===== config.mk =====
export PLATFORM = sky130hd
export DESIGN_NAME = ooo_core
export DESIGN_NICKNAME = d
export VERILOG_FILES = /design/src/ooo_pkg.sv /design/src/int_exec_unit.sv /design/src/ooo_core.sv /design/src/register_alias_table.sv /design/src/reservation_station.sv
export VERILOG_INCLUDE_DIRS = /design/src /design/src/src
export SDC_FILE = /design/constraint.sdc
export NUM_CORES = 1
export LEC_CHECK = 0
export BUFFER_PORTS_ARGS = -buffer_cell sky130_fd_sc_hd__buf_2
export CAP_MARGIN = 20
export CORE_ASPECT_RATIO = 2
export CORE_UTILIZATION = 50
export CTS_CLUSTER_DIAMETER = 100
export DETAILED_ROUTE_END_ITERATION = 12
export PLACE_DENSITY = 0.66
export SYNTH_ARGS = -nofsm -noshare
export SYNTH_HDL_FRONTEND = slang
export SYNTH_SLANG_ARGS = --single-unit

===== constraint.sdc =====
create_clock -name clk -period 7.5 [get_ports clk]
set_input_delay 0.375 -clock clk [delete_from_list [all_inputs] [get_ports clk]]
set_output_delay 0.375 -clock clk [all_outputs]
set_load 0.005 [all_outputs]

===== src/ooo_macros.svh =====
`ifndef OOO_MACROS_SVH
`define OOO_MACROS_SVH

// ------------------------------------------------------------
// Datapath sizing
// ------------------------------------------------------------
`define OOO_DATA_W      16  // Operand and register width
`define OOO_NUM_REGS    8   // Architectural registers
`define OOO_REG_ADDR_W  3   // Register index width

// ------------------------------------------------------------
// Reservation station and tags
// ------------------------------------------------------------
`define OOO_RS_DEPTH    4   // Station entries
`define OOO_TAG_W       2   // Tag is the station entry index

// Iterative multiplier, 4 multiplier bits retired per step
`define OOO_MUL_STEPS   4

`endif


===== src/ooo_pkg.sv =====
package ooo_pkg;

    // ------------------------------------------------------------
    // Integer unit opcodes
    // ------------------------------------------------------------
    typedef enum logic [2:0] {
        OP_ADD = 3'd0,  // rd = rs1 + rs2
        OP_SUB = 3'd1,  // rd = rs1 - rs2
        OP_AND = 3'd2,  // rd = rs1 & rs2
        OP_XOR = 3'd3,  // rd = rs1 ^ rs2
        OP_MUL = 3'd4,  // Low half of rs1 * rs2, multi-cycle
        OP_LDI = 3'd5   // rd = imm
    } alu_op_t;

    // ------------------------------------------------------------
    // Multiplier sequencing
    // ------------------------------------------------------------
    typedef enum logic {
        MUL_IDLE = 1'b0,  // Free to accept a dispatch
        MUL_BUSY = 1'b1   // Shift-add in progress
    } mul_state_t;

endpackage


===== src/int_exec_unit.sv =====
`timescale 1ns/1ps
`include "ooo_macros.svh"

module int_exec_unit (
    input  logic                   clk,
    input  logic                   rst,
    // Dispatch handshake
    input  logic                   disp_valid,
    output logic                   disp_ready,
    input  ooo_pkg::alu_op_t       disp_op,
    input  logic [`OOO_DATA_W-1:0] disp_a,
    input  logic [`OOO_DATA_W-1:0] disp_b,
    input  logic [`OOO_TAG_W-1:0]  disp_tag,
    // Result broadcast
    output logic                   cdb_valid,
    output logic [`OOO_TAG_W-1:0]  cdb_tag,
    output logic [`OOO_DATA_W-1:0] cdb_value
);

    localparam int CNT_W = $clog2(`OOO_MUL_STEPS);

    ooo_pkg::mul_state_t    mul_state;
    logic [CNT_W-1:0]       mul_cnt;    // Steps already taken
    logic [`OOO_DATA_W-1:0] mul_acc;    // Partial product sum
    logic [`OOO_DATA_W-1:0] mul_mcand;  // Multiplicand, pre-shifted per step
    logic [`OOO_DATA_W-1:0] mul_mplier; // Remaining multiplier bits
    logic [`OOO_TAG_W-1:0]  mul_tag;
    logic [`OOO_DATA_W-1:0] alu_res;
    logic                   disp_fire;

    // One step worth of shift-add, 4 multiplier bits
    function automatic logic [`OOO_DATA_W-1:0] nibble_pp(
        input logic [`OOO_DATA_W-1:0] m,
        input logic [3:0]             n
    );
        logic [`OOO_DATA_W-1:0] sum;
        sum = '0;
        for (int j = 0; j < 4; j++) begin
            if (n[j])
                sum = sum + (m << j);
        end
        return sum;
    endfunction

    assign disp_ready = (mul_state == ooo_pkg::MUL_IDLE);
    assign disp_fire  = disp_valid && disp_ready;

    // Single-cycle ops
    always_comb begin
        case (disp_op)
            ooo_pkg::OP_ADD: alu_res = disp_a + disp_b;
            ooo_pkg::OP_SUB: alu_res = disp_a - disp_b;
            ooo_pkg::OP_AND: alu_res = disp_a & disp_b;
            ooo_pkg::OP_XOR: alu_res = disp_a ^ disp_b;
            default:         alu_res = disp_a;  // LDI carries imm in a
        endcase
    end

    // ------------------------------------------------------------
    // Result stage and multiplier FSM
    // ------------------------------------------------------------
    always_ff @(posedge clk) begin
        if (rst) begin
            mul_state <= ooo_pkg::MUL_IDLE;
            mul_cnt   <= '0;
            cdb_valid <= 1'b0;
        end else begin
            cdb_valid <= 1'b0;  // One-cycle pulse per result
            if (disp_fire && disp_op == ooo_pkg::OP_MUL) begin
                // First step taken on the dispatch edge itself
                mul_state  <= ooo_pkg::MUL_BUSY;
                mul_cnt    <= CNT_W'(1);
                mul_acc    <= nibble_pp(disp_a, disp_b[3:0]);
                mul_mcand  <= disp_a << 4;
                mul_mplier <= disp_b >> 4;
                mul_tag    <= disp_tag;
            end else if (disp_fire) begin
                cdb_valid <= 1'b1;
                cdb_tag   <= disp_tag;
                cdb_value <= alu_res;
            end else if (mul_state == ooo_pkg::MUL_BUSY) begin
                if (mul_cnt == CNT_W'(`OOO_MUL_STEPS - 1)) begin
                    cdb_valid <= 1'b1;  // Last step goes straight to the CDB
                    cdb_tag   <= mul_tag;
                    cdb_value <= mul_acc + nibble_pp(mul_mcand, mul_mplier[3:0]);
                    mul_state <= ooo_pkg::MUL_IDLE;
                end else begin
                    mul_acc    <= mul_acc + nibble_pp(mul_mcand, mul_mplier[3:0]);
                    mul_mcand  <= mul_mcand << 4;
                    mul_mplier <= mul_mplier >> 4;
                    mul_cnt    <= mul_cnt + 1'b1;
                end
            end
        end
    end

    // A tag is broadcast once per result, never held over a second cycle
    a_cdb_pulse: assert property (@(posedge clk) disable iff (rst)
        cdb_valid |=> !(cdb_valid && cdb_tag == $past(cdb_tag)))
        else $error("CDB repeated tag %0d", cdb_tag);

endmodule


===== src/ooo_core.sv =====
`timescale 1ns/1ps
`include "ooo_macros.svh"

module ooo_core (
    input  logic                       clk,
    input  logic                       rst,
    // Issue port, program order
    input  logic                       issue_valid,
    output logic                       issue_ready,
    input  ooo_pkg::alu_op_t           issue_op,
    input  logic [`OOO_REG_ADDR_W-1:0] issue_rd,
    input  logic [`OOO_REG_ADDR_W-1:0] issue_rs1,
    input  logic [`OOO_REG_ADDR_W-1:0] issue_rs2,
    input  logic [`OOO_DATA_W-1:0]     issue_imm,
    output logic [`OOO_TAG_W-1:0]      issue_tag,
    // Broadcast, visible outside
    output logic                       cdb_valid,
    output logic [`OOO_TAG_W-1:0]      cdb_tag,
    output logic [`OOO_DATA_W-1:0]     cdb_value,
    // Register readout
    input  logic [`OOO_REG_ADDR_W-1:0] reg_addr,
    output logic [`OOO_DATA_W-1:0]     reg_data
);

    // ------------------------------------------------------------
    // Internal nets
    // ------------------------------------------------------------
    logic                   issue_fire;
    logic                   src1_ready, src2_ready;
    logic [`OOO_TAG_W-1:0]  src1_tag, src2_tag;
    logic [`OOO_DATA_W-1:0] src1_value, src2_value;
    logic                   disp_valid, disp_ready;
    ooo_pkg::alu_op_t       disp_op;
    logic [`OOO_DATA_W-1:0] disp_a, disp_b;
    logic [`OOO_TAG_W-1:0]  disp_tag;

    assign issue_fire = issue_valid && issue_ready;  // Rename only on a real transfer

    register_alias_table u_rat (
        .clk, .rst, .issue_fire, .issue_op, .issue_rd, .issue_rs1, .issue_rs2,
        .issue_imm, .issue_tag, .cdb_valid, .cdb_tag, .cdb_value,
        .src1_ready, .src1_tag, .src1_value, .src2_ready, .src2_tag, .src2_value,
        .reg_addr, .reg_data
    );

    reservation_station u_rs (
        .clk, .rst, .issue_valid, .issue_ready, .issue_tag, .issue_op,
        .src1_ready, .src1_tag, .src1_value, .src2_ready, .src2_tag, .src2_value,
        .cdb_valid, .cdb_tag, .cdb_value,
        .disp_valid, .disp_ready, .disp_op, .disp_a, .disp_b, .disp_tag
    );

    int_exec_unit u_exec (
        .clk, .rst, .disp_valid, .disp_ready, .disp_op, .disp_a, .disp_b, .disp_tag,
        .cdb_valid, .cdb_tag, .cdb_value
    );

endmodule


===== src/register_alias_table.sv =====
`timescale 1ns/1ps
`include "ooo_macros.svh"

module register_alias_table (
    input  logic                       clk,
    input  logic                       rst,
    // Issue side
    input  logic                       issue_fire,
    input  ooo_pkg::alu_op_t           issue_op,
    input  logic [`OOO_REG_ADDR_W-1:0] issue_rd,
    input  logic [`OOO_REG_ADDR_W-1:0] issue_rs1,
    input  logic [`OOO_REG_ADDR_W-1:0] issue_rs2,
    input  logic [`OOO_DATA_W-1:0]     issue_imm,
    input  logic [`OOO_TAG_W-1:0]      issue_tag,
    // Common data bus
    input  logic                       cdb_valid,
    input  logic [`OOO_TAG_W-1:0]      cdb_tag,
    input  logic [`OOO_DATA_W-1:0]     cdb_value,
    // Operands toward the station
    output logic                       src1_ready,
    output logic [`OOO_TAG_W-1:0]      src1_tag,
    output logic [`OOO_DATA_W-1:0]     src1_value,
    output logic                       src2_ready,
    output logic [`OOO_TAG_W-1:0]      src2_tag,
    output logic [`OOO_DATA_W-1:0]     src2_value,
    // Register readout
    input  logic [`OOO_REG_ADDR_W-1:0] reg_addr,
    output logic [`OOO_DATA_W-1:0]     reg_data
);

    logic [`OOO_DATA_W-1:0]   regs [`OOO_NUM_REGS];  // Architectural values
    logic [`OOO_TAG_W-1:0]    tags [`OOO_NUM_REGS];  // Newest producer per register
    logic [`OOO_NUM_REGS-1:0] busy;                  // Producer still outstanding

    // Index 0 is rs1, index 1 is rs2
    logic [`OOO_REG_ADDR_W-1:0] src_addr [2];
    logic                       src_rdy  [2];
    logic [`OOO_TAG_W-1:0]      src_tag  [2];
    logic [`OOO_DATA_W-1:0]     src_val  [2];

    assign src_addr[0] = issue_rs1;
    assign src_addr[1] = issue_rs2;

    // ------------------------------------------------------------
    // Operand formation with CDB bypass
    // ------------------------------------------------------------
    always_comb begin
        for (int s = 0; s < 2; s++) begin
            src_tag[s] = tags[src_addr[s]];
            if (!busy[src_addr[s]]) begin
                src_rdy[s] = 1'b1;                 // Value already in the file
                src_val[s] = regs[src_addr[s]];
            end else if (cdb_valid && cdb_tag == tags[src_addr[s]]) begin
                src_rdy[s] = 1'b1;                 // Producer broadcasting right now
                src_val[s] = cdb_value;
            end else begin
                src_rdy[s] = 1'b0;                 // Wait on the tag
                src_val[s] = '0;
            end
        end
        // LDI takes the immediate and needs no second source
        if (issue_op == ooo_pkg::OP_LDI) begin
            src_rdy[0] = 1'b1;
            src_val[0] = issue_imm;
            src_rdy[1] = 1'b1;
            src_val[1] = '0;
        end
    end

    assign src1_ready = src_rdy[0];
    assign src1_tag   = src_tag[0];
    assign src1_value = src_val[0];
    assign src2_ready = src_rdy[1];
    assign src2_tag   = src_tag[1];
    assign src2_value = src_val[1];

    // ------------------------------------------------------------
    // Writeback and renaming
    // ------------------------------------------------------------
    always_ff @(posedge clk) begin
        if (rst) begin
            busy <= '0;
            for (int r = 0; r < `OOO_NUM_REGS; r++) begin
                regs[r] <= '0;
                tags[r] <= '0;
            end
        end else begin
            // Only the newest producer may write, older ones are dropped (WAW)
            if (cdb_valid) begin
                for (int r = 0; r < `OOO_NUM_REGS; r++) begin
                    if (busy[r] && tags[r] == cdb_tag) begin
                        regs[r] <= cdb_value;
                        busy[r] <= 1'b0;
                    end
                end
            end
            // Later assignment, so a same-cycle rename wins over the clear
            if (issue_fire) begin
                tags[issue_rd] <= issue_tag;
                busy[issue_rd] <= 1'b1;
            end
        end
    end

    assign reg_data = regs[reg_addr];  // Architectural view only

    // Renaming an unknown register would corrupt the whole tag map
    a_rd_known: assert property (@(posedge clk) disable iff (rst)
        issue_fire |-> !$isunknown(issue_rd))
        else $error("issue_fire with unknown rd");

endmodule


===== src/reservation_station.sv =====
`timescale 1ns/1ps
`include "ooo_macros.svh"

module reservation_station (
    input  logic                   clk,
    input  logic                   rst,
    // Issue handshake
    input  logic                   issue_valid,
    output logic                   issue_ready,
    output logic [`OOO_TAG_W-1:0]  issue_tag,
    input  ooo_pkg::alu_op_t       issue_op,
    // Operands from the alias table
    input  logic                   src1_ready,
    input  logic [`OOO_TAG_W-1:0]  src1_tag,
    input  logic [`OOO_DATA_W-1:0] src1_value,
    input  logic                   src2_ready,
    input  logic [`OOO_TAG_W-1:0]  src2_tag,
    input  logic [`OOO_DATA_W-1:0] src2_value,
    // Common data bus snoop
    input  logic                   cdb_valid,
    input  logic [`OOO_TAG_W-1:0]  cdb_tag,
    input  logic [`OOO_DATA_W-1:0] cdb_value,
    // Dispatch handshake
    output logic                   disp_valid,
    input  logic                   disp_ready,
    output ooo_pkg::alu_op_t       disp_op,
    output logic [`OOO_DATA_W-1:0] disp_a,
    output logic [`OOO_DATA_W-1:0] disp_b,
    output logic [`OOO_TAG_W-1:0]  disp_tag
);

    // Control state per entry
    logic [`OOO_RS_DEPTH-1:0] e_valid;     // Holds an instruction
    logic [`OOO_RS_DEPTH-1:0] e_inflight;  // Dispatched, result not yet broadcast
    logic [`OOO_RS_DEPTH-1:0] e_rdy1;
    logic [`OOO_RS_DEPTH-1:0] e_rdy2;
    // Payload per entry
    ooo_pkg::alu_op_t         e_op   [`OOO_RS_DEPTH];
    logic [`OOO_TAG_W-1:0]    e_tag1 [`OOO_RS_DEPTH];
    logic [`OOO_TAG_W-1:0]    e_tag2 [`OOO_RS_DEPTH];
    logic [`OOO_DATA_W-1:0]   e_val1 [`OOO_RS_DEPTH];
    logic [`OOO_DATA_W-1:0]   e_val2 [`OOO_RS_DEPTH];

    logic                     any_free;
    logic [`OOO_TAG_W-1:0]    alloc_idx;
    logic                     any_ready;
    logic [`OOO_TAG_W-1:0]    disp_idx;
    logic                     issue_fire;
    logic                     disp_fire;

    // ------------------------------------------------------------
    // Lowest free entry and lowest ready entry
    // ------------------------------------------------------------
    always_comb begin
        any_free  = 1'b0;
        alloc_idx = '0;
        any_ready = 1'b0;
        disp_idx  = '0;
        // Walk downward so the lowest index is the last one kept
        for (int i = `OOO_RS_DEPTH - 1; i >= 0; i--) begin
            // A tag stays reserved until its broadcast has been seen
            if (!e_valid[i] && !e_inflight[i]) begin
                any_free  = 1'b1;
                alloc_idx = `OOO_TAG_W'(i);
            end
            if (e_valid[i] && e_rdy1[i] && e_rdy2[i]) begin
                any_ready = 1'b1;
                disp_idx  = `OOO_TAG_W'(i);
            end
        end
    end

    assign issue_ready = any_free;
    assign issue_tag   = alloc_idx;
    assign issue_fire  = issue_valid && any_free;

    assign disp_valid  = any_ready;
    assign disp_op     = e_op[disp_idx];
    assign disp_a      = e_val1[disp_idx];
    assign disp_b      = e_val2[disp_idx];
    assign disp_tag    = disp_idx;
    assign disp_fire   = any_ready && disp_ready;

    // ------------------------------------------------------------
    // Payload: allocation and CDB capture
    // ------------------------------------------------------------
    always_ff @(posedge clk) begin
        if (issue_fire) begin
            e_op[alloc_idx]   <= issue_op;
            e_tag1[alloc_idx] <= src1_tag;
            e_tag2[alloc_idx] <= src2_tag;
            e_val1[alloc_idx] <= src1_value;
            e_val2[alloc_idx] <= src2_value;
        end
        for (int i = 0; i < `OOO_RS_DEPTH; i++) begin
            if (cdb_valid && e_valid[i] && !e_rdy1[i] && e_tag1[i] == cdb_tag)
                e_val1[i] <= cdb_value;
            if (cdb_valid && e_valid[i] && !e_rdy2[i] && e_tag2[i] == cdb_tag)
                e_val2[i] <= cdb_value;
        end
    end

    // ------------------------------------------------------------
    // Control: valid, ready bits, in-flight tracking
    // ------------------------------------------------------------
    always_ff @(posedge clk) begin
        if (rst) begin
            e_valid    <= '0;
            e_inflight <= '0;
            e_rdy1     <= '0;
            e_rdy2     <= '0;
        end else begin
            for (int i = 0; i < `OOO_RS_DEPTH; i++) begin
                if (cdb_valid && e_valid[i] && e_tag1[i] == cdb_tag)
                    e_rdy1[i] <= 1'b1;  // Operand 1 captured
                if (cdb_valid && e_valid[i] && e_tag2[i] == cdb_tag)
                    e_rdy2[i] <= 1'b1;  // Operand 2 captured
            end
            if (cdb_valid)
                e_inflight[cdb_tag] <= 1'b0;  // Tag retired, entry reusable
            if (disp_fire) begin
                e_valid[disp_idx]    <= 1'b0;
                e_inflight[disp_idx] <= 1'b1;
            end
            if (issue_fire) begin
                e_valid[alloc_idx] <= 1'b1;
                e_rdy1[alloc_idx]  <= src1_ready;
                e_rdy2[alloc_idx]  <= src2_ready;
            end
        end
    end

    // Dispatched entry is gone on the next edge and not refilled while in flight
    a_disp_frees: assert property (@(posedge clk) disable iff (rst)
        disp_fire |=> !e_valid[$past(disp_idx)] && e_inflight[$past(disp_idx)])
        else $error("dispatched entry not retired");

    a_full_blocks: assert property (@(posedge clk) disable iff (rst)
        (&e_valid) |-> !issue_ready)
        else $error("issue_ready high with a full station");

endmodule


# [Word-level counts from Yosys, hierarchy flattened]
# Memory sizes are Yosys's and may differ from the RTL's.
# Cells that the tools add are included.
[word_totals] wordCells=407 input_bits=34 output_inout_bits=38 n_memories=7 reg_bits=96 mem_bits_rw=300
[mem_list] name="u_rat.regs" depth=8 word_bits=16 read_ports=3 rd_ports_with_merged_regs=0 write_ports=8 line_no="register_alias_table.sv:31" source="logic [`OOO_DATA_W-1:0] regs [`OOO_NUM_REGS];"
[mem_list] name="u_rs.e_val1" depth=4 word_bits=16 read_ports=1 rd_ports_with_merged_regs=0 write_ports=5 line_no="reservation_station.sv:41" source="logic [`OOO_DATA_W-1:0] e_val1 [`OOO_RS_DEPTH];"
[mem_list] name="u_rs.e_val2" depth=4 word_bits=16 read_ports=1 rd_ports_with_merged_regs=0 write_ports=5 line_no="reservation_station.sv:42" source="logic [`OOO_DATA_W-1:0] e_val2 [`OOO_RS_DEPTH];"
[mem_list] name="u_rat.tags" depth=8 word_bits=2 read_ports=10 rd_ports_with_merged_regs=0 write_ports=8 line_no="register_alias_table.sv:32" source="logic [`OOO_TAG_W-1:0] tags [`OOO_NUM_REGS];"
[mem_list] name="u_rs.e_op" depth=4 word_bits=3 read_ports=1 rd_ports_with_merged_regs=0 write_ports=1 line_no="reservation_station.sv:38" source="ooo_pkg::alu_op_t e_op [`OOO_RS_DEPTH];"
[mem_list] name="u_rs.e_tag1" depth=4 word_bits=2 read_ports=4 rd_ports_with_merged_regs=0 write_ports=1 line_no="reservation_station.sv:39" source="logic [`OOO_TAG_W-1:0] e_tag1 [`OOO_RS_DEPTH];"
[mem_list] name="+1 memories"
[classes] order_cmp=10 add_sub_neg=14 n_reduce_logical=84 eq_ne=26 n_bitwise=22 mux=227
[ops] operator="two-way mux 16 bit" count=83
[ops] operator="adder 16 bit" count=12
[ops] operator="two-way mux 1 bit" count=108
[ops] operator="one-hot mux 16 bit (4 select lines)" count=1
[ops] operator="logical AND 1 bit" count=57
[ops] operator="== test 2 bit" count=18
[ops] operator="two-way mux 32 bit" count=1
[ops] operator="two-way mux 4 bit" count=8
[ops] operator="two-way mux 2 bit" count=13
[ops] operator="two-way mux 8 bit" count=3
[ops] operator="bitwise AND 16 bit" count=1
[ops] operator="zero test 1 bit" count=16
[ops] operator="subtractor 16 bit" count=1
[ops] operator="XOR 16 bit" count=1
[ops] operator="< comparator 3 x 4 -> 1 bit (second input constant)" count=3
[ops] operator="two-way mux 12 bit" count=1
[ops] operator="< comparator 2 x 3 -> 1 bit (second input constant)" count=3
[ops] operator="bitwise AND 4 bit" count=2
[ops] operator="bitwise mux 4 bit" count=2
[ops] operator="NOT 4 bit" count=2
[ops] operator="OR 1 bit" count=8
[ops] operator="OR 4 bit" count=2
[ops] operator="OR 8 bit" count=1
[ops] operator="AND reduction 4 bit" count=2
[ops] operator="other kinds (19)" count=34

# [Depth between registers and ports, before layout]
# Gate-level depths: netlist (run 1).
# An unclocked memory read counts as a cell.
[depth] word_depth=37 ltp_mapped=33 ltp_nobuf=31

# [Cells and area by module]
# A second synthesis (run 1) with hierarchy kept.
[unflattened] cells_unflattened=2304 hier_area_um2=26407.8
[by_module_without_submodules] mod="register_alias_table" seq_area_each_um2=4484.3 n_inst=1 area_per_inst_um2=9401.5 cells_per_inst=686
[by_module_without_submodules] mod="reservation_station" seq_area_each_um2=5004.8 n_inst=1 area_per_inst_um2=8708.4 cells_per_inst=610
[by_module_without_submodules] mod="int_exec_unit" seq_area_each_um2=1881.8 n_inst=1 area_per_inst_um2=8291.7 cells_per_inst=1007
[by_module_without_submodules] mod="ooo_core" seq_area_each_um2=0.0 n_inst=1 area_per_inst_um2=6.3 cells_per_inst=1

# [Worst setup path after synthesis (run 1)]
# Ideal clock, no wire load.
[synth_path] path_type="register to register" startpoint="register u_rs.e_rdy2[1]" endpoint="register u_exec.mul_acc[15], data pin" n_path_buf=2 t_required_ns=7.364 t_arrival_ns=6.324 synth_period_minus_slack_ns=6.460 stages_incl_launch_ff=31 setup_time_ns=0.136 setup_slack_ns=1.040 path_cell_list="dfxtp_1 > and3_1 > buf_6 > buf_6 > nor2_1 > nand2_1 > o221ai_1 > nor2_1 > ha_1 > fa_1 > and3_1 > a311oi_1 > nor2_1 > maj3_1 > o21ai_0 > nand2_1 > xor2_1 > ha_1 > nand2_1 > o211ai_1 > a41oi_1 > xnor2_1 > mux2_2 > ha_1 > and2_1 > o21ai_0 > o311ai_1 > a21oi_1 > xnor2_1 > or4_1 > nand3_1"
[synth_between] elab_chain_cells=18 word_cells_on_any_way=25 cone_classes="add/sub: 3; eq/ne: 1; mux: 15; reduce/logical: 3; memory: 3"
[synth_rtl] element="start, declared" line_no="reservation_station.sv:36" source="logic [`OOO_RS_DEPTH-1:0] e_rdy2;"
[synth_rtl] element="start signal, assigned by index" line_no="reservation_station.sv:128" source="e_rdy2[alloc_idx] <= src2_ready;"
[synth_rtl] element="logical AND 1 bit (*)" line_no="reservation_station.sv:66" source="if (e_valid[i] && e_rdy1[i] && e_rdy2[i]) begin"
[synth_rtl] element="two-way mux 2 bit (2 in series)" line_no="reservation_station.sv:66"
[synth_rtl] element="memory read (4 x 16 bit), on equally long branches"
[synth_rtl] element="two-way mux 16 bit" line_no="int_exec_unit.sv:39" source="if (n[j])"
[synth_rtl] element="two-way mux 16 bit" line_no="int_exec_unit.sv:69" source="if (disp_fire && disp_op == ooo_pkg::OP_MUL) begin"
[synth_rtl] element="two-way mux 16 bit" line_no="int_exec_unit.sv:63" source="if (rst) begin"
[synth_rtl] element="adder 16 bit" line_no="int_exec_unit.sv:40" source="sum = sum + (m << j);"
[synth_rtl] element="two-way mux 16 bit" line_no="int_exec_unit.sv:39"
[synth_rtl] element="two-way mux 16 bit" line_no="int_exec_unit.sv:69"
[synth_rtl] element="two-way mux 16 bit" line_no="int_exec_unit.sv:63"
[synth_rtl] element="adder 16 bit" line_no="int_exec_unit.sv:40"
[synth_rtl] element="two-way mux 16 bit" line_no="int_exec_unit.sv:39"
[synth_rtl] element="two-way mux 16 bit" line_no="int_exec_unit.sv:69"
[synth_rtl] element="two-way mux 16 bit" line_no="int_exec_unit.sv:63"
[synth_rtl] element="adder 16 bit" line_no="int_exec_unit.sv:40"
[synth_rtl] element="two-way mux 16 bit" line_no="int_exec_unit.sv:39"
[synth_rtl] element="two-way mux 16 bit (*)" line_no="int_exec_unit.sv:69"
[synth_rtl] element="end signal, assigned" line_no="int_exec_unit.sv:73" source="mul_acc <= nibble_pp(disp_a, disp_b[3:0]);"
[synth_rtl] element="end signal, assigned" line_no="int_exec_unit.sv:88" source="mul_acc <= mul_acc + nibble_pp(mul_mcand, mul_mplier[3:0]);"
[synth_rtl] element="end, declared" line_no="int_exec_unit.sv:24" source="logic [`OOO_DATA_W-1:0] mul_acc;"
# Every way passes the cells marked *; elsewhere a longest branch is shown, timed or not. The select of a mux whose other input is x is not followed.
# A chain may end at the register's enable or synchronous reset.

# [Final worst setup path (run 1)]
[layout_path] startpoint="register u_rs.e_rdy1[1]" endpoint="register u_exec.mul_acc[14], data pin"
[layout_between] elab_chain_cells=19 word_cells_on_any_way=26 cone_classes="add/sub: 3; eq/ne: 1; mux: 15; reduce/logical: 4; memory: 3"
[layout_rtl] element="start, declared" line_no="reservation_station.sv:35" source="logic [`OOO_RS_DEPTH-1:0] e_rdy1;"
[layout_rtl] element="start signal, assigned by index" line_no="reservation_station.sv:127" source="e_rdy1[alloc_idx] <= src1_ready;"
[layout_rtl] element="logical AND 1 bit (*) (2 in series)" line_no="reservation_station.sv:66"
[layout_rtl] element="two-way mux 2 bit (*) (2 in series)" line_no="reservation_station.sv:66"
[layout_rtl] element="memory read (4 x 16 bit) (*)"
[layout_rtl] element="net disp_a[1]" line_no="ooo_core.sv:34" source="logic [`OOO_DATA_W-1:0] disp_a, disp_b;"
[layout_rtl] element="two-way mux 16 bit" line_no="int_exec_unit.sv:39"
[layout_rtl] element="two-way mux 16 bit" line_no="int_exec_unit.sv:69"
[layout_rtl] element="two-way mux 16 bit" line_no="int_exec_unit.sv:63"
[layout_rtl] element="adder 16 bit" line_no="int_exec_unit.sv:40"
[layout_rtl] element="(+2 left out)"
[layout_rtl] element="two-way mux 16 bit" line_no="int_exec_unit.sv:63"
[layout_rtl] element="adder 16 bit" line_no="int_exec_unit.sv:40"
[layout_rtl] element="two-way mux 16 bit" line_no="int_exec_unit.sv:39"
[layout_rtl] element="two-way mux 16 bit" line_no="int_exec_unit.sv:69"
[layout_rtl] element="two-way mux 16 bit" line_no="int_exec_unit.sv:63"
[layout_rtl] element="adder 16 bit" line_no="int_exec_unit.sv:40"
[layout_rtl] element="two-way mux 16 bit (*)" line_no="int_exec_unit.sv:39"
[layout_rtl] element="two-way mux 16 bit (*)" line_no="int_exec_unit.sv:69"
# The timed path passes the listed nets; every way through them passes the cells marked *. The select of a mux whose other input is x is not followed.

==> impl_metrics.yaml, run 1 <==
floorplanning:
  coreArea_sq_um: 50800
  rows: 117
  die_area_sq_um: 52300
  die_y_microns: 322
  initial_utilization_pct: 50.5
  io_pins: 72
  die_x_microns: 162
hold_path:
  hp-class: "in -> reg"
setup_path:
  crit_slowest_cell: "fa_1"
  r2r-end: "u_exec.mul_acc[14]$_DFFE_PP_"
  cpPeakStageDelay_ps: 530
  crit_arrival_ps: 7280
  crit_type: "reg -> reg"
  worst-path-max-fanout: 8
  worstPathRequired_ps: 7770
  r2r-start: "u_rs.e_rdy1[1]$_SDFF_PP0_"
  r2r_cells: 32
  crit_start: "u_rs.e_rdy1[1]$_SDFF_PP0_"
  ff2ff_setup_slack_ps: 490
  end_kind: "flip-flop"
  cp-endpoint: "u_exec.mul_acc[14]$_DFFE_PP_"
  start_kind: "flip-flop"
pwr:
  power_density_nw_per_um2: 203
  ir_drop_mv: 0.218
  p_leak_nw: 10.4
  total_power_mw: 5.69
grt:
  grt_pass1_vias: 21100
  track_usage_pct: 31.8
  grt_pass1_wl_microns: 122000
  grt_max_degree: 67
  antenna_found_initial: 1
  grt_overflow: 0
route:
  ant_nets: 0
  viasPerCell: 6.45
  drt_iter0_drc: 1447
  vias: 20600
  drc: 0
  wire_per_inst_microns: 26.0
  drt-pass1-iter-count: 5
  wl_microns: 83000
clocking:
  cts_buffers: 37
  cts_tree: "done"
  clk_latency_ps: 560
  clk_pin_slew_ps: 70
  cts_root_buf: "clkbuf_16"
  clk_path_buf_depth: 3
  cts.sinks: 388
  htreeDepth: 2
  ctsHoldBuffers: 0
cells_and_area:
  final_nets: 2653
  seq_area_sq_um: 11400
  multi_input_area_sq_um: 13300
  drive_gt1_share_pct: 15.2
  fill_cells: 4427
  fin_util_pct: 55.2
  area_growth_syn_to_layout_pct: 9.22
  n_antenna_cell: 0
  fin_area_sq_um: 28000
run:
  drv_cap: 0
logic_synthesis:
  synth_cells: 2494
  syn_area_sq_um: 25700
  synthDistinctLibCells: 87
  ys_dominant_reg_cell: "edfxtp_1"
  synth_seq_cells: 388
  ys_warn_count: 0
  avgSynthCellArea_sq_um: 10.3
  yosysSeqAreaShare_pct: 44.3
  syn-num-nets: 2637
  synth_edf_count: 360
  synthArstFlopShare_pct: 0
sta:
  tns_ps: 0
  setup_violations: 0
  rsz0062_at_grt: "no"
  hold_ws_ps: 69.1
  tightest_slew_ps: 1240
  finalHoldViolations: 0
  fin_crit_sh_pct: 93.4
  max_slew_margin_pct: 17.4
  finalMaxSlewViolations: 0
  clock.fmax_ghz: 0.143
  finClkSkew_ps: 28.4
  post-route-min-period_ps: 7010
placement:
  numPortBuffers: 71
  dp_hpwl_microns: 59700
  dpl_cell_area_sq_um: 26800
  place_congestion: 0.979
outcome:
  status: "finished, final reports clean"
[metrics by stage]
step	worst slack [ps]	std cells
finish	492	3188
global route	37.8	3188
CTS	410	3187
detailed placement	406	3124
global placement	625	3123
floorplan	1040	2494
[flip-flops by register name, indices dropped and copies added (netlist names)]
name and count:
u_rs.e_rdy1 4, u_rs.e_rdy2 4, u_rat.tags 16, u_rat.regs 128
u_rat.busy 8, u_exec.mul_acc 16, u_rs.e_valid 4, u_rs.e_tag2 8
u_exec.mul_tag 2, u_rs.e_val1 64, u_exec.mul_mplier 12, u_exec.cdb_tag 2
u_exec.mul_state 1, u_exec.cdb_value 16, u_exec.mul_mcand 12, u_exec.cdb_valid 1
u_rs.e_val2 64, u_rs.e_inflight 4, u_rs.e_op 12, u_exec.mul_cnt 2
u_rs.e_tag1 8
[placed cells by master (no fill, tap or decap), drive strengths merged, types with 10 or more instances in the layout]
| cell | n |
|---|---|
| a211oi | 11 |
| a21o | 16 |
| a21oi | 118 |
| a222oi | 17 |
| a31oi | 17 |
| and2 | 14 |
| and3 | 15 |
| buf | 144 |
| clkbuf | 42 |
| clkinv | 12 |
| dfxtp | 28 |
| edfxtp | 360 |
| ha | 101 |
| inv | 105 |
| mux2 | 39 |
| mux2i | 53 |
| mux4 | 108 |
| nand2 | 351 |
| nand2b | 52 |
| nand3 | 48 |
| nand4 | 13 |
| nor2 | 239 |
| nor3 | 46 |
| nor4 | 13 |
| o211ai | 10 |
| o21ai | 254 |
| o21bai | 14 |
| o221ai | 20 |
| o311ai | 10 |
| xnor2 | 91 |
| xor2 | 37 |
[cell families after synthesis]
| logic type | count (synthesis) | share of synthesized area (%) |
|---|---|---|
| AO/OA/AOI/OAI | 558 | 13.6 |
| XOR/XNOR | 130 | 4.54 |
| adder cells (fa/ha/maj) | 114 | 5.74 |
| buffers and inverters | 271 | 4.16 |
| flip-flops | 388 | 44.3 |
| multiplexers | 200 | 13.3 |
| AND/OR/NAND/NOR | 833 | 14.4 |
[critical path, delay by kind of cell, from the launching register on]
| family | cells | cell delay [ps] |
|---|---|---|
| buf+inv | 4 | 690 |
| flops | 1 | 350 |
| compound gates | 9 | 1670 |
| mux | 2 | 410 |
| simple gates | 10 | 1610 |
| xor+xnor | 3 | 490 |
| fa+ha+maj | 4 | 1500 |
[synthesized netlist by cell type (16+ instances only)]
master	n	area (sq um)
mux2i_1	53	531
mux2_2	39	439
xor2_1	37	324
mux4_2	108	2430
a222oi_1	17	170
o221ai_1	20	175
nand3_1	46	230
o21ai_0	250	1250
nor3_1	46	230
dfxtp_1	28	561
edfxtp_1	360	10800
a21oi_1	117	586
clkbuf_1	122	458
inv_1	100	375
nor2_1	239	897
a21o_1	16	120
buf_1	29	109
xnor2_1	91	797
a31oi_1	16	100
nand2_1	351	1320
nand2b_1	52	325
ha_1	101	1260
[routing by layer]
| metal | vias to the layer above | part of all wire, % | GRT usage [%] |
|---|---|---|---|
| li1 | 9220 | - | - |
| met1 | 10000 | 31 | 30.3 |
| met2 | 969 | 54 | 60.2 |
| met3 | 341 | 6.5 | 4.14 |
| met4 | 2 | 8.6 | 25.3 |
| met5 | - | 0.012 | 0 |
[worst min-delay path by stage]
stage	startpoint	end	slack (ps)	depth (start not counted)
2_1_floorplan	u_rs.e_inflight[1]$_SDFF_PP0_	u_rs.e_inflight[1]$_SDFF_PP0_	450	2
3_3_place_gp	u_rs.e_inflight[1]$_SDFF_PP0_	u_rs.e_inflight[1]$_SDFF_PP0_	480	2
3_5_place_dp	u_rs.e_inflight[1]$_SDFF_PP0_	u_rs.e_inflight[1]$_SDFF_PP0_	490	2
4_1_cts	issue_op[1]	u_rs.e_op[0][1]$_DFFE_PP_	50	1
5_1_grt	issue_op[1]	u_rs.e_op[3][1]$_DFFE_PP_	70	1
6_report	issue_op[0]	u_rs.e_op[3][0]$_DFFE_PP_	70	1
[power by group]
| group | switching (mW) | internal, mW |
|---|---|---|
| registers | 0.0498 | 2.46 |
| logic | 0.772 | 0.510 |
| clock network | 0.824 | 1.08 |
| total | 1.65 | 4.05 |
[repair_timing]
| action | 4_1_cts | 5_1_grt |
|---|---|---|
| buffers inserted | 0 | 0 |
| endpoints found under the setup margin | 0 | 2 |
| gates resized for setup | 0 | 3 |
[layout make-up]
type | count | share of cell area [%]
clock buffers | 42 | 3.37
well taps | 654 | 2.92
clock inverters | 21 | 0.861
inverters | 104 | 1.39
multi-input cells | 1835 | 47.5
flip-flops and latches | 388 | 40.6
repair buffers | 144 | 3.37
Power figures use the tool's default switching activity.
==> inputs of run 2 (changes only) <==
--- a/config.mk
+++ b/config.mk
@@ -8,7 +8,6 @@
 export LEC_CHECK = 0
 export BUFFER_PORTS_ARGS = -buffer_cell sky130_fd_sc_hd__buf_2
 export CAP_MARGIN = 20
-export CORE_ASPECT_RATIO = 2
 export CORE_UTILIZATION = 50
 export CTS_CLUSTER_DIAMETER = 100
 export DETAILED_ROUTE_END_ITERATION = 12
==> impl_metrics.yaml, run 2 (same netlist as run 1, synthesis figures left out) <==
outcome:
  status: "finished, final reports clean"
cells_and_area:
  seq_area_sq_um: 11400
  drive_gt1_share_pct: 15.6
  fin_area_sq_um: 28300
  multi_input_area_sq_um: 13400
  mostFrequentLayoutCells: "edfxtp_1, nand2_1, o21ai_0"
  largest_reg_flops: 128
  area_growth_syn_to_layout_pct: 10.4
  final_nets: 2650
  final_common_cell: "edfxtp_1"
  fill_cells: 4323
  largest_register: "u_rat.regs"
  reg.largest.list: "u_rat.regs (128), u_rs.e_val1 (64), u_rs.e_val2 (64)"
sta:
  finalMaxSlewViolations: 0
  max_slew_margin_pct: 22.6
  finalHoldViolations: 0
  tns_ps: 0
  finClkSkew_ps: 28.8
  rsz0062_at_grt: "no"
  clock.fmax_ghz: 0.142
  fin_crit_sh_pct: 93.8
  final.setup.worst_slack_ps: 466
  setup_violations: 0
  tightest_slew_ps: 1160
  post-route-min-period_ps: 7030
pwr:
  ir_drop_mv: 0.189
  power_density_nw_per_um2: 209
  p_leak_nw: 10.5
clocking:
  clk_pin_slew_ps: 60
  ctsHoldBuffers: 0
  clk_path_buf_depth: 3
  clk_latency_ps: 590
  cts.sinks: 388
  cts_buffers: 43
  htreeDepth: 2
  cts_tree: "done"
  cts_root_buf: "clkbuf_16"
  post_cts_resized: 0
  post_cts_buffers: 0
floorplanning:
  rows: 82
  die_y_microns: 229
  coreArea_sq_um: 50400
  io_pins: 72
  initial_utilization_pct: 51.0
  die_x_microns: 229
  die_area_sq_um: 52200
setup_path:
  crit_slowest_cell: "fa_2"
  worst-path-max-fanout: 14
  ff2ff_setup_slack_ps: 470
  end_kind: "flip-flop"
  crit_type: "reg -> reg"
  start_kind: "flip-flop"
  r2r-start: "u_rs.e_rdy2[2]$_SDFF_PP0_"
  crit_start: "u_rs.e_rdy2[2]$_SDFF_PP0_"
  cpPeakStageDelay_ps: 470
  worstPathRequired_ps: 7950
  crit_arrival_ps: 7480
hold_path:
  worstHoldStart: "issue_op[2]"
  hp-class: "in -> reg"
placement:
  place_ws_ps: 196
  dp_hpwl_microns: 51800
  numPortBuffers: 71
  dpl_cell_area_sq_um: 26800
  place_congestion: 0.954
route:
  met2_length_microns: 37500
  ant_nets: 0
  vias: 20200
  viasPerCell: 6.27
  drc: 0
  drt_iter0_drc: 1977
  drt-pass1-iter-count: 5
  highest_layer: "met4"
  wire_per_inst_microns: 23.5
  wl_microns: 75600
  drt-met1-wl_microns: 30200
  wl_met3_microns: 5560
grt:
  grt_pass1_wl_microns: 116000
  grt_overflow: 0
  grt_pass1_vias: 19900
  grt_max_degree: 67
  antenna_found_initial: 0
  track_usage_pct: 28.7
run:
  drv_cap: 0
-- run 2: cell types whose count changed in the layout (fill, tap and decap cells not counted), moves of 3 or more --
cell / before / now
clkinv_1: 5 / 2
clkinv_2: 6 / 3
clkbuf_1: 5 / 18
buf_4: 71 / 60
clkbuf_8: 0 / 3
clkbuf_16: 37 / 45
-- run 2: per-layer routing --
layer / track usage, % / vias to the layer above
li1: - / 9235
met1: 36.9 / 9857
met2: 50.0 / 924
met3: 3.58 / 141
met4: 9.96 / 0
met5: 0 / -
-- run 2: worst max-delay path, delay by kind of cell, from the launching register on --
family | cells | cell delay (ps)
AO/OA/AOI/OAI | 9 | 1890
AND/OR/NAND/NOR | 10 | 1870
adder cells (fa/ha/maj) | 4 | 1510
buffers and inverters | 3 | 600
XOR/XNOR | 3 | 450
flip-flops | 1 | 300
multiplexers | 1 | 280
-- run 2: final timing paths --
path	to	cells past startpoint
worst max-delay path	u_exec.mul_acc[15]$_DFFE_PP_	30
worst min-delay path	u_rs.e_op[3][2]$_DFFE_PP_	1
worst min register to register	u_rs.e_inflight[1]$_SDFF_PP0_	2
worst max register to register	u_exec.mul_acc[15]$_DFFE_PP_	30
-- run 2: area by class of cell --
class | instances | area share [%]
Multi-Input combinational cell | 1835 | 47.2
Sequential cell | 388 | 40.1
Tap cell | 672 | 2.97
Clock inverter | 14 | 0.737
Antenna cell | 1 | 0.00883
Inverter | 104 | 1.39
Clock buffer | 66 | 4.36
Timing Repair Buffer | 135 | 3.16
-- run 2: where the power goes --
part           total, mW  internal (mW)  leakage (nW)  switching [mW]
clock network       2.18           1.29         0.701           0.895
registers           2.50           2.46          3.71          0.0441
logic               1.25          0.508          6.12           0.739
total               5.93           4.25          10.5            1.68
-- run 2: stage by stage --
stage	util, %	hold slack [ps]	power [mW]	std cells
3_3_place_gp	53.0	478	3.72	3130
5_1_grt	56.2	27.2	6.16	3214
3_5_place_dp	53.1	489	3.75	3131
4_1_cts	56.0	12.1	5.92	3211
6_report	56.2	33.3	5.93	3215
2_1_floorplan	-	454	3.43	2494
==> inputs of run 3 (changes only) <==
--- a/config.mk
+++ b/config.mk
@@ -11,7 +11,7 @@
 export CORE_UTILIZATION = 50
 export CTS_CLUSTER_DIAMETER = 100
 export DETAILED_ROUTE_END_ITERATION = 12
-export PLACE_DENSITY = 0.66
+export PLACE_DENSITY = 0.7
 export SYNTH_ARGS = -nofsm -noshare
 export SYNTH_HDL_FRONTEND = slang
 export SYNTH_SLANG_ARGS = --single-unit
==> impl_metrics.yaml, run 3 (same netlist as run 1, synthesis figures left out) <==
placement:
  place_ws_ps: 253
  dp.cells: 3127
  dp_hpwl_microns: 51100
  dpl_cell_area_sq_um: 26700
  place_congestion: 0.956
  numPortBuffers: 71
pwr:
  p_sw_share_pct: 28.8
  power_density_nw_per_um2: 210
  power_frac_seq_pct: 42.3
  intPower_mw: 4.22
  p_leak_nw: 10.5
  p_switching_mw: 1.70
  pwr-share-comb_pct: 20.9
  clkPwrFrac_pct: 36.9
  ir_drop_mv: 0.217
grt:
  grt_overflow: 0
  grt_max_degree: 51
  antenna_found_initial: 0
  track_usage_pct: 28.3
  grt_pass1_wl_microns: 115000
  grt_pass1_vias: 20200
floorplanning:
  die_x_microns: 229
  die_y_microns: 229
  initial_utilization_pct: 51.0
  io_pins: 72
  rows: 82
  die_area_sq_um: 52200
  coreArea_sq_um: 50400
route:
  vias: 20400
  wl_microns: 74700
  drc: 0
  ant_nets: 0
  wire_per_inst_microns: 23.3
  drt_iter0_drc: 2170
  drt-pass1-iter-count: 6
  viasPerCell: 6.37
sta:
  finalHoldViolations: 0
  setup_violations: 0
  hold_ws_ps: 45.3
  clock.fmax_ghz: 0.143
  post-route-min-period_ps: 7000
  tns_ps: 0
  final.setup.worst_slack_ps: 501
  fin_crit_sh_pct: 93.3
  finalMaxSlewViolations: 0
  finClkSkew_ps: 48.3
  tightest_slew_ps: 1210
  max_slew_margin_pct: 19.1
clocking:
  cts.sinks: 388
  cts_root_buf: "clkbuf_16"
  cts_tree: "done"
  clk_pin_slew_ps: 60
  htreeDepth: 2
  clk_path_buf_depth: 3
  cts_buffers: 44
  ctsHoldBuffers: 0
  clk_latency_ps: 600
cells_and_area:
  reg.largest.list: "u_rat.regs (128), u_rs.e_val1 (64), u_rs.e_val2 (64)"
  largest_reg_flops: 128
  n_antenna_cell: 0
  final_common_cell: "edfxtp_1"
  finalNonFillerCells: 3208
  drive_gt1_share_pct: 15.1
  area_growth_syn_to_layout_pct: 9.99
  fill_cells: 4238
  final_nets: 2646
  largest_register: "u_rat.regs"
  mostFrequentLayoutCells: "edfxtp_1, nand2_1, o21ai_0"
  fin_area_sq_um: 28200
setup_path:
  cpPeakStageDelay_ps: 530
  crit_slowest_cell: "fa_1"
  crit_top_cell: "ha_1"
  crit_start: "u_rs.e_rdy2[1]$_SDFF_PP0_"
  worstPathRequired_ps: 7960
  worst-path-max-fanout: 6
  crit_type: "reg -> reg"
  ff2ff_setup_slack_ps: 500
  r2r-start: "u_rs.e_rdy2[1]$_SDFF_PP0_"
  start_kind: "flip-flop"
  crit_arrival_ps: 7460
  end_kind: "flip-flop"
hold_path:
  hp-class: "in -> reg"
  worstHoldStart: "issue_op[0]"
outcome:
  status: "finished, final reports clean"
run:
  drv_cap: 0
## run 3: changes by cell type in the layout (fill, tap and decap cells not counted), moves of 3 or more
| cell | previous run | this run |
|---|---|---|
| buf_4 | 60 | 57 |
| clkinv_2 | 3 | 7 |
| clkbuf_1 | 18 | 6 |
| clkbuf_8 | 3 | 0 |
| clkinv_1 | 2 | 10 |
## run 3: final timing paths
| kind | to | cells past startpoint |
|---|---|---|
| setup / recovery | u_exec.mul_acc[15]$_DFFE_PP_ | 29 |
| hold / removal | u_rs.e_op[3][0]$_DFFE_PP_ | 1 |
| setup reg to reg | u_exec.mul_acc[15]$_DFFE_PP_ | 29 |
| hold reg to reg | u_rs.e_inflight[1]$_SDFF_PP0_ | 2 |
## run 3: layout make-up
cell class,instances,area [sq um],area share (%)
clock buffer,50,1120,3.98
multi-input combinational,1835,13400,47.3
clock inverter,29,317,1.12
timing repair buffer,130,831,2.94
inverter,104,390,1.38
tap,672,841,2.98
sequential,388,11400,40.3
## run 3: critical path: cells and delay by family (launching register included)
kind	cells	cell delay, ps
DFF	1	360
muxes	1	290
AOI/OAI and AO/OA	9	1870
adders and majority gates	5	1720
and+or+nand+nor	11	2250
xor gates and xnor gates	3	380
## run 3: power groups by stage
stage	sequential (mW)	clock [mW]	combinational, mW
after floorplan	2.52	0	0.905
after global placement	2.54	0	1.17
after detailed placement	2.54	0	1.20
after CTS	2.50	2.19	1.21
after global routing	2.51	2.27	1.35
final	2.50	2.18	1.24
## run 3: metrics by stage
step,utilization (%),total power [mW]
2_1_floorplan,-,3.43
3_3_place_gp,53.0,3.71
3_5_place_dp,53.0,3.75
4_1_cts,55.9,5.90
5_1_grt,56.0,6.12
6_report,56.0,5.92
## run 3: layer usage
| metal | track usage [%] | part of all wire [%] | vias up |
|---|---|---|---|
| li1 | - | - | 9235 |
| met1 | 36.0 | 39 | 9962 |
| met2 | 48.6 | 49 | 1037 |
| met3 | 3.77 | 8.1 | 197 |
| met4 | 11.8 | 3.7 | 0 |
| met5 | 0 | 0 | - |
## run 3: timing repair
item,4_1_cts,5_1_grt
resized for setup,0,8
endpoints found under the setup margin,0,4
buffers inserted,0,0
